--- config.mk ---
export PLATFORM = sky130hd
export DESIGN_NAME = mips16_exec_top
export DESIGN_NICKNAME = d
export VERILOG_FILES = /design/src/source/isa_pkg.sv /design/src/source/pipe_pkg.sv /design/src/source/mips16_exec_top.sv /design/src/source/execute_stage.sv /design/src/source/alu.sv /design/src/source/operand_decoder.sv /design/src/source/register_file.sv
export SDC_FILE = /design/constraint.sdc
export NUM_CORES = 1
export LEC_CHECK = 0
export BUFFER_PORTS_ARGS = -buffer_cell sky130_fd_sc_hd__buf_2
export CAP_MARGIN = 40
export CORE_ASPECT_RATIO = 0.8
export CORE_MARGIN = 4
export CORE_UTILIZATION = 28
export CTS_CLUSTER_DIAMETER = 120
export CTS_CLUSTER_SIZE = 24
export DETAILED_ROUTE_END_ITERATION = 16
export PLACE_DENSITY_LB_ADDON = 0.12
export SETUP_SLACK_MARGIN = 0.3
export SLEW_MARGIN = 20
export SYNTH_ARGS = -nofsm -noshare
export SYNTH_HDL_FRONTEND = slang
export SYNTH_SLANG_ARGS = --single-unit
--- constraint.sdc ---
create_clock -name clk -period 4.25 [get_ports clk]
set_clock_uncertainty 0.15 [all_clocks]
set_input_delay 1.275 -clock clk [delete_from_list [all_inputs] [get_ports clk]]
set_output_delay 1.275 -clock clk [all_outputs]
set_load 0.05 [all_outputs]
--- src/source/isa_pkg.sv ---
`default_nettype none

package isa_pkg;

	localparam int xlen = 16;                  // Datapath width
	localparam int num_regs = 11;              // R0-R7, SP, IH, T

	//////////////////////////////////////////////////////////////////////
	// Primary opcodes, instr[15:11]
	//////////////////////////////////////////////////////////////////////
	localparam logic [4:0] op_addiu  = 5'b01001;
	localparam logic [4:0] op_addiu3 = 5'b01000;
	localparam logic [4:0] op_i8     = 5'b01100; // ADDSP, BTEQZ, MTSP
	localparam logic [4:0] op_rrr    = 5'b11100; // ADDU, SUBU
	localparam logic [4:0] op_rr     = 5'b11101; // AND, OR, CMP, JR, MFPC, SRAV
	localparam logic [4:0] op_b      = 5'b00010;
	localparam logic [4:0] op_beqz   = 5'b00100;
	localparam logic [4:0] op_bnez   = 5'b00101;
	localparam logic [4:0] op_li     = 5'b01101;
	localparam logic [4:0] op_ih     = 5'b11110; // MFIH, MTIH
	localparam logic [4:0] op_nop    = 5'b00001;
	localparam logic [4:0] op_shift  = 5'b00110;
	localparam logic [4:0] op_move   = 5'b01111;

	//////////////////////////////////////////////////////////////////////
	// Sub-selectors
	//////////////////////////////////////////////////////////////////////
	localparam logic [2:0] f_i8_bteqz = 3'b000;  // In the rx slot
	localparam logic [2:0] f_i8_addsp = 3'b011;
	localparam logic [2:0] f_i8_mtsp  = 3'b100;

	localparam logic [1:0] f_rrr_addu = 2'b01;
	localparam logic [1:0] f_rrr_subu = 2'b11;

	localparam logic [4:0] f_rr_and   = 5'b01100; // instr[4:0]
	localparam logic [4:0] f_rr_or    = 5'b01101;
	localparam logic [4:0] f_rr_cmp   = 5'b01010;
	localparam logic [4:0] f_rr_srav  = 5'b00111;
	localparam logic [4:0] f_rr_pc    = 5'b00000; // JR and MFPC, split on ry
	localparam logic [2:0] f_pc_jr    = 3'b000;
	localparam logic [2:0] f_pc_mfpc  = 3'b010;

	localparam logic [7:0] f_ih_mfih  = 8'h00;
	localparam logic [7:0] f_ih_mtih  = 8'h01;

	localparam logic [1:0] f_sh_sll   = 2'b00;
	localparam logic [1:0] f_sh_srl   = 2'b10;
	localparam logic [1:0] f_sh_sra   = 2'b11;

	localparam logic [4:0] f_move     = 5'b00000;

	// Register indexes, 0-7 are the general registers
	typedef logic [3:0] reg_idx_t;

	localparam reg_idx_t reg_sp   = 4'd8;
	localparam reg_idx_t reg_ih   = 4'd9;
	localparam reg_idx_t reg_t    = 4'd10;
	localparam reg_idx_t reg_none = 4'd15;     // No write-back

	typedef struct packed {
		logic [4:0] opcode;
		logic [2:0] rx;
		logic [7:0] imm8;
	} fmt_i8_t;

	typedef struct packed {
		logic [4:0] opcode;
		logic [2:0] rx;
		logic [2:0] ry;
		logic [2:0] rz;
		logic [1:0] funct;
	} fmt_rrr_t;

	typedef struct packed {
		logic [4:0] opcode;
		logic [2:0] rx;
		logic [2:0] ry;
		logic [2:0] imm3;
		logic [1:0] funct;
	} fmt_sh_t;

	typedef union packed {
		fmt_i8_t  fmt_i8;
		fmt_rrr_t fmt_rrr;
		fmt_sh_t  fmt_sh;
	} instr_u;

endpackage

`default_nettype wire
--- src/source/pipe_pkg.sv ---
`default_nettype none

package pipe_pkg;

	//////////////////////////////////////////////////////////////////////
	// ALU operations
	//////////////////////////////////////////////////////////////////////
	typedef enum logic [3:0] {
		alu_add  = 4'd0,
		alu_sub  = 4'd1,
		alu_and  = 4'd2,
		alu_or   = 4'd3,
		alu_sll  = 4'd4,
		alu_srl  = 4'd5,
		alu_sra  = 4'd6,
		alu_pass = 4'd7,                   // res = op1
		alu_eqz  = 4'd8,                   // Branch if op1 == 0, res = op2
		alu_nez  = 4'd9,                   // Branch if op1 != 0, res = op2
		alu_neq  = 4'd10                   // CMP
	} alu_op_t;

	//////////////////////////////////////////////////////////////////////
	// Stage payloads
	//////////////////////////////////////////////////////////////////////

	// Decoder to execute
	typedef struct packed {
		logic                      valid;
		alu_op_t                   op;
		logic [isa_pkg::xlen-1:0]  op1;
		logic [isa_pkg::xlen-1:0]  op2;
		isa_pkg::reg_idx_t         dest;
		logic                      is_branch;
	} uop_t;

	// Execute output, also the write port and forwarding bus
	typedef struct packed {
		logic                      valid;
		isa_pkg::reg_idx_t         dest;
		logic [isa_pkg::xlen-1:0]  data;  // Result or branch target
		logic                      is_branch;
		logic                      taken;
	} exec_result_t;

endpackage

`default_nettype wire

--- src/source/mips16_exec_top.sv ---
`timescale 1ns/1ps
`default_nettype none

module mips16_exec_top (
	input  logic                     clk,
	input  logic                     arst_n,
	input  logic                     instr_valid,
	input  isa_pkg::instr_u          instr,
	input  logic [isa_pkg::xlen-1:0] pc,
	output pipe_pkg::exec_result_t   result
);
	import isa_pkg::*;
	import pipe_pkg::*;

	reg_idx_t        rd_a_idx;
	reg_idx_t        rd_b_idx;
	logic [xlen-1:0] rd_a_data;
	logic [xlen-1:0] rd_b_data;
	uop_t            uop;
	exec_result_t    fwd;              // Also the write-back port

	operand_decoder u_decoder (
		.clk         (clk),
		.arst_n      (arst_n),
		.instr_valid (instr_valid),
		.instr       (instr),
		.pc          (pc),
		.rd_a_idx    (rd_a_idx),
		.rd_b_idx    (rd_b_idx),
		.rd_a_data   (rd_a_data),
		.rd_b_data   (rd_b_data),
		.fwd         (fwd),
		.uop         (uop)
	);

	register_file u_regs (
		.clk       (clk),
		.arst_n    (arst_n),
		.rd_a_idx  (rd_a_idx),
		.rd_b_idx  (rd_b_idx),
		.rd_a_data (rd_a_data),
		.rd_b_data (rd_b_data),
		.wr        (fwd)
	);

	execute_stage u_exec (
		.clk    (clk),
		.arst_n (arst_n),
		.uop    (uop),
		.fwd    (fwd),
		.result (result)
	);

endmodule

`default_nettype wire

--- src/source/execute_stage.sv ---
`timescale 1ns/1ps
`default_nettype none

module execute_stage (
	input  logic                   clk,
	input  logic                   arst_n,
	input  pipe_pkg::uop_t         uop,
	output pipe_pkg::exec_result_t fwd,
	output pipe_pkg::exec_result_t result
);
	import isa_pkg::*;
	import pipe_pkg::*;

	logic [xlen-1:0] alu_res;
	logic            alu_flag;
	logic            cond_branch;

	alu u_alu (
		.op   (uop.op),
		.op1  (uop.op1),
		.op2  (uop.op2),
		.res  (alu_res),
		.flag (alu_flag)
	);

	// B and JR jump unconditionally
	assign cond_branch = (uop.op == alu_eqz) || (uop.op == alu_nez);

	always_comb begin
		fwd.valid     = uop.valid;
		fwd.dest      = uop.dest;
		fwd.data      = alu_res;
		fwd.is_branch = uop.is_branch;
		fwd.taken     = cond_branch ? alu_flag : uop.is_branch;
	end

	always_ff @(posedge clk or negedge arst_n) begin
		if (!arst_n) begin
			result <= '0;
		end else begin
			result <= fwd;
		end
	end

	a_taken_is_branch: assert property (
		@(posedge clk) disable iff (!arst_n)
		result.taken |-> result.is_branch
	) else $error("execute_stage: taken set on a non-branch");

endmodule

`default_nettype wire

--- src/source/alu.sv ---
`timescale 1ns/1ps
`default_nettype none

module alu (
	input  pipe_pkg::alu_op_t        op,
	input  logic [isa_pkg::xlen-1:0] op1,
	input  logic [isa_pkg::xlen-1:0] op2,
	output logic [isa_pkg::xlen-1:0] res,
	output logic                     flag
);
	import isa_pkg::*;
	import pipe_pkg::*;

	logic [xlen:0] sum;
	logic [xlen:0] diff;

	// One bit wider for carry and borrow
	assign sum  = {1'b0, op1} + {1'b0, op2};
	assign diff = {1'b0, op1} - {1'b0, op2};

	//////////////////////////////////////////////////////////////////////
	// Operation select
	//////////////////////////////////////////////////////////////////////
	always_comb begin
		res  = '0;
		flag = 1'b0;
		case (op)
			alu_add: begin
				res  = sum[xlen-1:0];
				flag = sum[xlen];              // Carry out
			end
			alu_sub: begin
				res  = diff[xlen-1:0];
				flag = diff[xlen];             // Borrow
			end
			alu_and: begin
				res = op1 & op2;
			end
			alu_or: begin
				res = op1 | op2;
			end
			alu_sll: begin
				res = op1 << op2;
			end
			alu_srl: begin
				res = op1 >> op2;
			end
			alu_sra: begin
				res = $unsigned($signed(op1) >>> op2);  // Sign fill
			end
			alu_pass: begin
				res = op1;
			end
			alu_eqz: begin
				res  = op2;                    // Branch target
				flag = (op1 == '0);
			end
			alu_nez: begin
				res  = op2;
				flag = (op1 != '0);
			end
			alu_neq: begin
				res = {{(xlen-1){1'b0}}, op1 != op2};
			end
			default: begin
				res = '0;
			end
		endcase
	end

endmodule

`default_nettype wire

--- src/source/operand_decoder.sv ---
`timescale 1ns/1ps
`default_nettype none

module operand_decoder (
	input  logic                     clk,
	input  logic                     arst_n,
	input  logic                     instr_valid,
	input  isa_pkg::instr_u          instr,
	input  logic [isa_pkg::xlen-1:0] pc,
	output isa_pkg::reg_idx_t        rd_a_idx,
	output isa_pkg::reg_idx_t        rd_b_idx,
	input  logic [isa_pkg::xlen-1:0] rd_a_data,
	input  logic [isa_pkg::xlen-1:0] rd_b_data,
	input  pipe_pkg::exec_result_t   fwd,
	output pipe_pkg::uop_t           uop
);
	import isa_pkg::*;
	import pipe_pkg::*;

	logic            instr_valid_q;
	instr_u          instr_q;
	logic [xlen-1:0] pc_q;

	reg_idx_t        rx_idx;
	reg_idx_t        ry_idx;
	reg_idx_t        rz_idx;
	logic [4:0]      rr_funct;
	logic [xlen-1:0] pc_next;
	logic [xlen-1:0] sext_imm8;
	logic [xlen-1:0] zext_imm8;
	logic [xlen-1:0] sext_imm4;
	logic [xlen-1:0] sext_imm11;
	logic [xlen-1:0] shamt;
	logic [xlen-1:0] br_target;
	logic            a_hit;
	logic            b_hit;
	logic [xlen-1:0] src_a;
	logic [xlen-1:0] src_b;
	uop_t            uop_next;

	//////////////////////////////////////////////////////////////////////
	// Sampling register
	//////////////////////////////////////////////////////////////////////
	always_ff @(posedge clk or negedge arst_n) begin
		if (!arst_n) begin
			instr_valid_q <= 1'b0;
		end else begin
			instr_valid_q <= instr_valid;
		end
	end

	always_ff @(posedge clk) begin
		instr_q <= instr;
		pc_q    <= pc;
	end

	//////////////////////////////////////////////////////////////////////
	// Fields and immediates
	//////////////////////////////////////////////////////////////////////
	assign rx_idx     = {1'b0, instr_q.fmt_rrr.rx};
	assign ry_idx     = {1'b0, instr_q.fmt_rrr.ry};
	assign rz_idx     = {1'b0, instr_q.fmt_rrr.rz};
	assign rr_funct   = {instr_q.fmt_rrr.rz, instr_q.fmt_rrr.funct};
	assign pc_next    = pc_q + 1'b1;
	assign sext_imm8  = {{(xlen-8){instr_q.fmt_i8.imm8[7]}}, instr_q.fmt_i8.imm8};
	assign zext_imm8  = {{(xlen-8){1'b0}}, instr_q.fmt_i8.imm8};
	assign sext_imm4  = {{(xlen-4){instr_q.fmt_i8.imm8[3]}}, instr_q.fmt_i8.imm8[3:0]};
	assign sext_imm11 = {{(xlen-11){instr_q.fmt_i8.rx[2]}}, instr_q.fmt_i8.rx,
		instr_q.fmt_i8.imm8};
	assign shamt      = (instr_q.fmt_sh.imm3 == 3'd0) ? xlen'(8) : xlen'(instr_q.fmt_sh.imm3);
	assign br_target  = pc_next + sext_imm8;

	// Bypass from the op now in execute
	assign a_hit = fwd.valid && (fwd.dest != reg_none) && (fwd.dest == rd_a_idx);
	assign b_hit = fwd.valid && (fwd.dest != reg_none) && (fwd.dest == rd_b_idx);
	assign src_a = a_hit ? fwd.data : rd_a_data;
	assign src_b = b_hit ? fwd.data : rd_b_data;

	always_comb begin
		rd_a_idx           = reg_none;
		rd_b_idx           = reg_none;
		uop_next.valid     = instr_valid_q;
		uop_next.op        = alu_pass;
		uop_next.op1       = src_a;
		uop_next.op2       = src_b;
		uop_next.dest      = reg_none;  // Anything unknown ends up a NOP
		uop_next.is_branch = 1'b0;
		case (instr_q.fmt_i8.opcode)
			op_addiu: begin
				rd_a_idx      = rx_idx;
				uop_next.op   = alu_add;
				uop_next.op2  = sext_imm8;
				uop_next.dest = rx_idx;
			end
			op_addiu3: begin
				rd_a_idx      = rx_idx;
				uop_next.op   = alu_add;
				uop_next.op2  = sext_imm4;
				uop_next.dest = ry_idx;
			end
			op_i8: begin
				case (instr_q.fmt_i8.rx)
					f_i8_addsp: begin
						rd_a_idx      = reg_sp;
						uop_next.op   = alu_add;
						uop_next.op2  = sext_imm8;
						uop_next.dest = reg_sp;
					end
					f_i8_bteqz: begin
						rd_a_idx           = reg_t;
						uop_next.op        = alu_eqz;
						uop_next.op2       = br_target;
						uop_next.is_branch = 1'b1;
					end
					f_i8_mtsp: begin
						rd_a_idx      = ry_idx;
						uop_next.dest = reg_sp;
					end
					default: ;
				endcase
			end
			op_rrr: begin
				rd_a_idx = rx_idx;
				rd_b_idx = ry_idx;
				case (instr_q.fmt_rrr.funct)
					f_rrr_addu: begin
						uop_next.op   = alu_add;
						uop_next.dest = rz_idx;
					end
					f_rrr_subu: begin
						uop_next.op   = alu_sub;
						uop_next.dest = rz_idx;
					end
					default: ;
				endcase
			end
			op_rr: begin
				case (rr_funct)
					f_rr_and, f_rr_or: begin
						rd_a_idx      = rx_idx;
						rd_b_idx      = ry_idx;
						uop_next.op   = (rr_funct == f_rr_and) ? alu_and : alu_or;
						uop_next.dest = rx_idx;
					end
					f_rr_cmp: begin
						rd_a_idx      = rx_idx;
						rd_b_idx      = ry_idx;
						uop_next.op   = alu_neq;
						uop_next.dest = reg_t;
					end
					f_rr_srav: begin
						rd_a_idx      = ry_idx;  // Shifted value
						rd_b_idx      = rx_idx;  // Amount
						uop_next.op   = alu_sra;
						uop_next.dest = ry_idx;
					end
					f_rr_pc: begin
						if (instr_q.fmt_rrr.ry == f_pc_jr) begin
							rd_a_idx           = rx_idx;
							uop_next.is_branch = 1'b1;
						end else if (instr_q.fmt_rrr.ry == f_pc_mfpc) begin
							uop_next.op1  = pc_next;
							uop_next.dest = rx_idx;
						end
					end
					default: ;
				endcase
			end
			op_b: begin
				uop_next.op        = alu_add;
				uop_next.op1       = pc_next;
				uop_next.op2       = sext_imm11;
				uop_next.is_branch = 1'b1;
			end
			op_beqz, op_bnez: begin
				rd_a_idx           = rx_idx;
				uop_next.op        = (instr_q.fmt_i8.opcode == op_beqz) ? alu_eqz : alu_nez;
				uop_next.op2       = br_target;
				uop_next.is_branch = 1'b1;
			end
			op_li: begin
				uop_next.op1  = zext_imm8;
				uop_next.dest = rx_idx;
			end
			op_ih: begin
				if (instr_q.fmt_i8.imm8 == f_ih_mfih) begin
					rd_a_idx      = reg_ih;
					uop_next.dest = rx_idx;
				end else if (instr_q.fmt_i8.imm8 == f_ih_mtih) begin
					rd_a_idx      = rx_idx;
					uop_next.dest = reg_ih;
				end
			end
			op_shift: begin
				rd_a_idx      = ry_idx;
				uop_next.op2  = shamt;
				uop_next.dest = rx_idx;
				case (instr_q.fmt_sh.funct)
					f_sh_sll: uop_next.op = alu_sll;
					f_sh_srl: uop_next.op = alu_srl;
					f_sh_sra: uop_next.op = alu_sra;
					default:  uop_next.dest = reg_none;
				endcase
			end
			op_move: begin
				if (rr_funct == f_move) begin
					rd_a_idx      = ry_idx;
					uop_next.dest = rx_idx;
				end
			end
			op_nop: ;                        // Passes zero and writes nothing
			default: ;
		endcase
	end

	always_ff @(posedge clk or negedge arst_n) begin
		if (!arst_n) begin
			uop <= '0;
		end else begin
			uop <= uop_next;
		end
	end

	a_uop_known: assert property (
		@(posedge clk) disable iff (!arst_n)
		uop.valid |-> !$isunknown(uop)
	) else $error("operand_decoder: valid uop with unknown ALU op or operands");

endmodule

`default_nettype wire

--- src/source/register_file.sv ---
`timescale 1ns/1ps
`default_nettype none

module register_file (
	input  logic                     clk,
	input  logic                     arst_n,
	input  isa_pkg::reg_idx_t        rd_a_idx,
	input  isa_pkg::reg_idx_t        rd_b_idx,
	output logic [isa_pkg::xlen-1:0] rd_a_data,
	output logic [isa_pkg::xlen-1:0] rd_b_data,
	input  pipe_pkg::exec_result_t   wr
);
	import isa_pkg::*;

	logic [xlen-1:0] regs [num_regs];
	logic            wr_en;

	assign wr_en = wr.valid && (wr.dest != reg_none) && (wr.dest <= reg_t);

	always_ff @(posedge clk or negedge arst_n) begin
		if (!arst_n) begin
			for (int i = 0; i < num_regs; i++) begin
				regs[i] <= '0;
			end
		end else if (wr_en) begin
			regs[wr.dest] <= wr.data;
		end
	end

	// reg_none and unused indexes read as zero
	assign rd_a_data = (rd_a_idx <= reg_t) ? regs[rd_a_idx] : '0;
	assign rd_b_data = (rd_b_idx <= reg_t) ? regs[rd_b_idx] : '0;

	// The decoder must never produce a destination between T and reg_none
	a_wr_dest_legal: assert property (
		@(posedge clk) disable iff (!arst_n)
		wr.valid |-> (wr.dest <= reg_t) || (wr.dest == reg_none)
	) else $error("register_file: illegal write index %0d", wr.dest);

endmodule

`default_nettype wire

# Word-level counts from Yosys, hierarchy flattened
# Cells that the tools add are included.
[word_totals]
register_bits = 274
word_cells = 160
latchBits = 0
ram_bits = 0
in_bits = 35
output_inout_bits = 23
mem_count = 0
rom_bits = 0
[op_classes]
add_sub_neg = 4
div_mod_pow = 0
multipliers = 0
bitwise = 5
mux = 53
reduce_logical = 26
shifts = 3
order_cmp = 7
eq_ne = 37
[ops]
columns = ["operator", "n"]
rows = [
  ["16-bit 2-to-1 mux", 12],
  ["176-bit bitwise mux", 1],
  ["16-bit one-hot mux with 10 select lines", 1],
  ["16-bit binary-select mux with 4-bit select", 2],
  ["16-bit one-hot mux with 6 select lines", 1],
  ["16-bit demux with 4-bit select", 1],
  ["16-bit one-hot mux with 3 select lines", 1],
  ["4-bit one-hot mux with 6 select lines", 2],
  ["4-bit 2-to-1 mux", 11],
  ["5-bit by 4-bit equality test with 1-bit output (second input constant)", 8],
  ["4-bit one-hot mux with 3 select lines", 3],
  ["16-bit one-hot mux with 2 select lines", 1],
  ["4-bit one-hot mux with 8 select lines", 1],
  ["4-bit one-hot mux with 2 select lines", 3],
  ["5-bit by 3-bit equality test with 1-bit output (second input constant)", 4],
  ["16-bit by 16-bit adder with 17-bit output", 1],
  ["16-bit by 16-bit subtractor with 17-bit output", 1],
  ["16-bit by 1-bit adder with 16-bit output (second input constant)", 1],
  ["16-bit adder", 1],
  ["16-bit AND", 1],
  ["4-bit by 3-bit equality test with 1-bit output (second input constant)", 4],
  ["16-bit logical NOT", 1],
  ["16-bit != test", 1],
  ["16-bit bitwise OR", 1],
  ["other kinds (37)", 71],
]

# Depth between registers and ports, before layout
[depth]
depth_word = 14
depth_mapped = 16
mapped_depth_nobuf = 15

# Hierarchy
# A second synthesis with hierarchy kept.
[hier_totals]
hier_cells = 2095
hier_area_um2 = 20782.4
[by_module_without_submodules]
columns = ["module", "seq_area_each_um2", "cells_per_inst", "instances", "area_each_um2"]
rows = [
  ["register_file", 4404.2, 707, 1, 9733.1],
  ["operand_decoder", 1716.6, 684, 1, 5631.7],
  ["alu", 0.0, 673, 1, 4769.6],
  ["execute_stage", 575.6, 31, 1, 648.1],
]

# Worst setup path after synthesis
# Ideal clock, no wire load.
[synth_path]
path_type = "register to register"
start = "register, netlist name u_decoder.uop[7]"
end = "register u_regs.regs[30] (netlist name)"
setup_ns = 0.125
path_slack_ns = 0.060
t_arrival_ns = 3.916
path_buffers = 4
synth_period_minus_slack_ns = 4.190
required_time_ns = 3.975
stages_incl_launch_ff = 15
path_cell_list = "dfrtp_1 > clkbuf_1 > clkinv_1 > buf_1 > clkbuf_1 > ha_1 > a211oi_1 > o21ai_0 > a41oi_1 > o21ai_0 > a2111o_1 > a311oi_1 > nand2_1 > clkbuf_1 > mux2_2"
[synth_rtl]
columns = ["element", "line", "source"]
rows = [
  ["end signal: indexed assignment", "register_file.sv:26", "regs[wr.dest] <= wr.data;"],
  ["end: declaration", "register_file.sv:15", "logic [xlen-1:0] regs [num_regs];"],
]

==> metrics <==
antenna fix cells=0; Routed Antenna Nets=0; Pint=5.14 mW; hold endpoint=u_decoder.uop[41]$_DFF_PN0_; overall power=8.67 mW; initial cell density of the core=28.3%; CTS tree=done; mux contribution to synthesized area=18.1%; Slew @ Worst Pin=0.875 ns; final setup vio count=0; Sw Ratio=40.7%; Synth warnings=0; Multi-input gate area=12200 µm²; residual overflow from global routing=0; Tcrit/Tclk final=90.8%; Leak=9.76 nW; vias post-DR=18300; Hold Path Class=flip-flop to flip-flop; Mean Syn Cell Area=9.19 µm²; Sequential Power Share=39.2%; arrival time worst endpoint=4.14 ns; startpoint types=flip-flop; Pre-antenna DRT Iters=5; Post-synth EDFFs=0; drc violations=0; WP data required=4.53 ns; Cell Area, Synth=19600 µm²; worst reg2reg setup slack=0.39 ns; outcome=finished, final reports clean; Hold Fails Final Rpt=0; Simple-Gate Fraction of Synth Area=15.7%; first-pass GRT wire length=125000 µm; CP endpoint kind=flip-flop; Post-synth ARST share=88.3%; synth-to-layout area growth=15.5%; Post-Synth Adder-Cell Area=4.66%; ratio of cells with drive above 1 in the final layout=23.3%; cells after synthesis=2129; vias per cell=5.82; I/O pins=58; combinational power share=40.2%; Seq/Total Area, Yosys=34.2%; Clock power frac=20.6%; NumNets Final=2316; Port Buffer Count=57; Bufs on Longest Clock Path=3; FF+latch count, synth=274; Fmax=259 MHz; gpl congestion=0.923; H-tree depth=1; FF/Latch Area=6700 µm²; Synth cell types=90; relative slew slack=41.5%; post-synthesis compound-gate area fraction=20.4%; setup tns final=0 ns; Max VDD drop=0.256 mV; core footprint=69100 µm²; Die X-Extent=303 µm; most frequent cells in the layout=dfrtp_1 (241), nand2_1 (210), buf_4 (170); syn_nets=2235; FF-to-FF Start=u_decoder.instr_q[1]$_DFF_P_; switching pwr=3.53 mW; Routed WL=85300 µm; Fillers=7221; post-synth top area share=31.0%; Min Clock Period, post-route=3.86 ns; RSZ-0062 raised after global routing=true; post-synth top area cell=dfrtp_1; reg2reg end=u_decoder.uop[30]$_DFF_PN0_; Root Driver=clkbuf_16; worst-path maximum fanout=13; largest family of logic cells by synthesized area=compound AO/OA/AOI/OAI gates; WL/cell=27.2 µm; crit path kind=flip-flop to flip-flop; clock slew at reported path FFs=0.10 ns; Clock Latency Late Sink=0.54 ns; number of global-route vias before repair=17800; largest net degree at the start of global routing=80; detailed router's first-iteration violation count=1653; xor/xnor share of the synthesized area=2.11%; TritonCTS buffer count=17; Slew Viols, Final=0; Worst R2R Path Depth=11; die area=74200 µm²; GRT Resource Usage Total=22.5%; Hold Crit Start=u_decoder.instr_valid_q$_DFF_PN0_; most common cell after layout, fill and taps aside=dfrtp_1; Placement Rows=86; worst hold slack=0.197 ns; DP Wirelength=63900 µm; Main synth FF type=dfrtp_1; Worst Hold Path Cells=0; initial antenna violation count=5; power per cell area=384 nW/µm²; die height=244 µm; Synth area leaders=dfrtp_1 (31%), mux2_2 (8.6%), mux2i_1 (5.2%); number of max-cap violations=0; CTS Sinks=274
## cell type report
type	instances	area share, %
Clock buffer	20	1.93
Clock inverter	5	0.338
Inverter	61	1.02
Multi-Input combinational cell	1617	54.0
Sequential cell	274	29.7
Tap cell	924	5.12
Timing Repair Buffer	239	7.88
## how the worst max path moves through the flow
stage | slack, ns | to | start | depth (start not counted)
floorplan | 0.35 | u_regs.regs[30]$_DFFE_PN0P_ | u_decoder.uop[7]$_DFF_PN0_ | 14
global placement | 0.1 | u_decoder.uop[5]$_DFF_PN0_ | u_decoder.instr_q[0]$_DFF_P_ | 12
detailed placement | 0.13 | u_decoder.uop[5]$_DFF_PN0_ | u_decoder.instr_q[0]$_DFF_P_ | 12
CTS | 0.28 | u_decoder.uop[21]$_DFF_PN0_ | u_decoder.instr_q[1]$_DFF_P_ | 13
global route | 0.20 | u_decoder.uop[30]$_DFF_PN0_ | u_decoder.instr_q[1]$_DFF_P_ | 12
finish | 0.39 | u_decoder.uop[30]$_DFF_PN0_ | u_decoder.instr_q[1]$_DFF_P_ | 11
## critical path, cell delays in order (launching register included)
cell	delay [ns]
dfxtp_1	0.32
inv_1	0.10
ha_2	0.28
or4b_1	0.59
a31oi_2	0.25
nor3_1	0.13
a2111oi_4	0.34
and2_1	0.27
xnor2_1	0.14
or4_4	0.67
or2_0	0.27
a32o_1	0.26
## Yosys cell counts (24+ instances only)
cell / n
mux2i_1: 102
a211oi_1: 43
mux4_2: 37
clkbuf_1: 140
a221oi_1: 27
inv_1: 56
ha_1: 68
nand2_1: 212
dfxtp_1: 32
o21ai_0: 118
nand3_1: 70
nor2_1: 137
mux2_2: 150
nor3_1: 37
xnor2_1: 33
dfrtp_1: 242
and3_1: 39
buf_2: 24
a21oi_1: 127
## cell families (layout without fill, tap and decap cells)
family	Yosys count	count (layout)
and+or+nand+nor	630	630
xor gates and xnor gates	47	47
DFF	274	274
buffers and inverters	238	325
adders and majority gates	71	71
muxes	289	289
AOI/OAI and AO/OA	580	580
## power by group through the flow
stage / Sequential, mW / Clock (mW) / Combinational [mW]
after floorplan: 3.43 / 0 / 2.01
after global placement: 3.44 / 0 / 3.38
after detailed placement: 3.44 / 0 / 3.40
after CTS: 3.39 / 1.87 / 3.42
after global routing: 3.45 / 1.94 / 3.73
final: 3.40 / 1.79 / 3.48
## flip-flops by register name (all words and copies together), names as in the netlist
name,count
u_regs.regs,176
u_decoder.uop,42
u_exec.result,23
u_decoder.instr_q,16
u_decoder.pc_q,16
u_decoder.instr_valid_q,1
## metal layers
layer | GRT usage (%) | up-vias | part of all wire (%)
met2 | 32.9 | 757 | 42
met3 | 4.66 | 109 | 7.5
met1 | 33.7 | 9316 | 48
li1 | - | 8084 | -
met5 | 0 | - | 0.038
met4 | 5.40 | 6 | 2.8
## per-stage QoR
step           util (%)  instances  area (µm²)  worst slack (ns)
2_1_floorplan         -       2129       19600             0.349
3_3_place_gp       31.6       3110       21800            0.0984
3_5_place_dp       31.6       3112       21900             0.126
4_1_cts            32.4       3138       22400             0.283
5_1_grt            32.7       3140       22600             0.199
6_report           32.7       3140       22600             0.389
## what timing repair did
item / in CTS / in global routing
hold buffers: 0 / 0
setup endpoints to repair: 7 / 47
buffers inserted: 1 / 2
gates cloned: 0 / 0
resized for setup: 6 / 37
pin swaps: 0 / 4
Note: power is estimated with default switching activity, not from simulation.
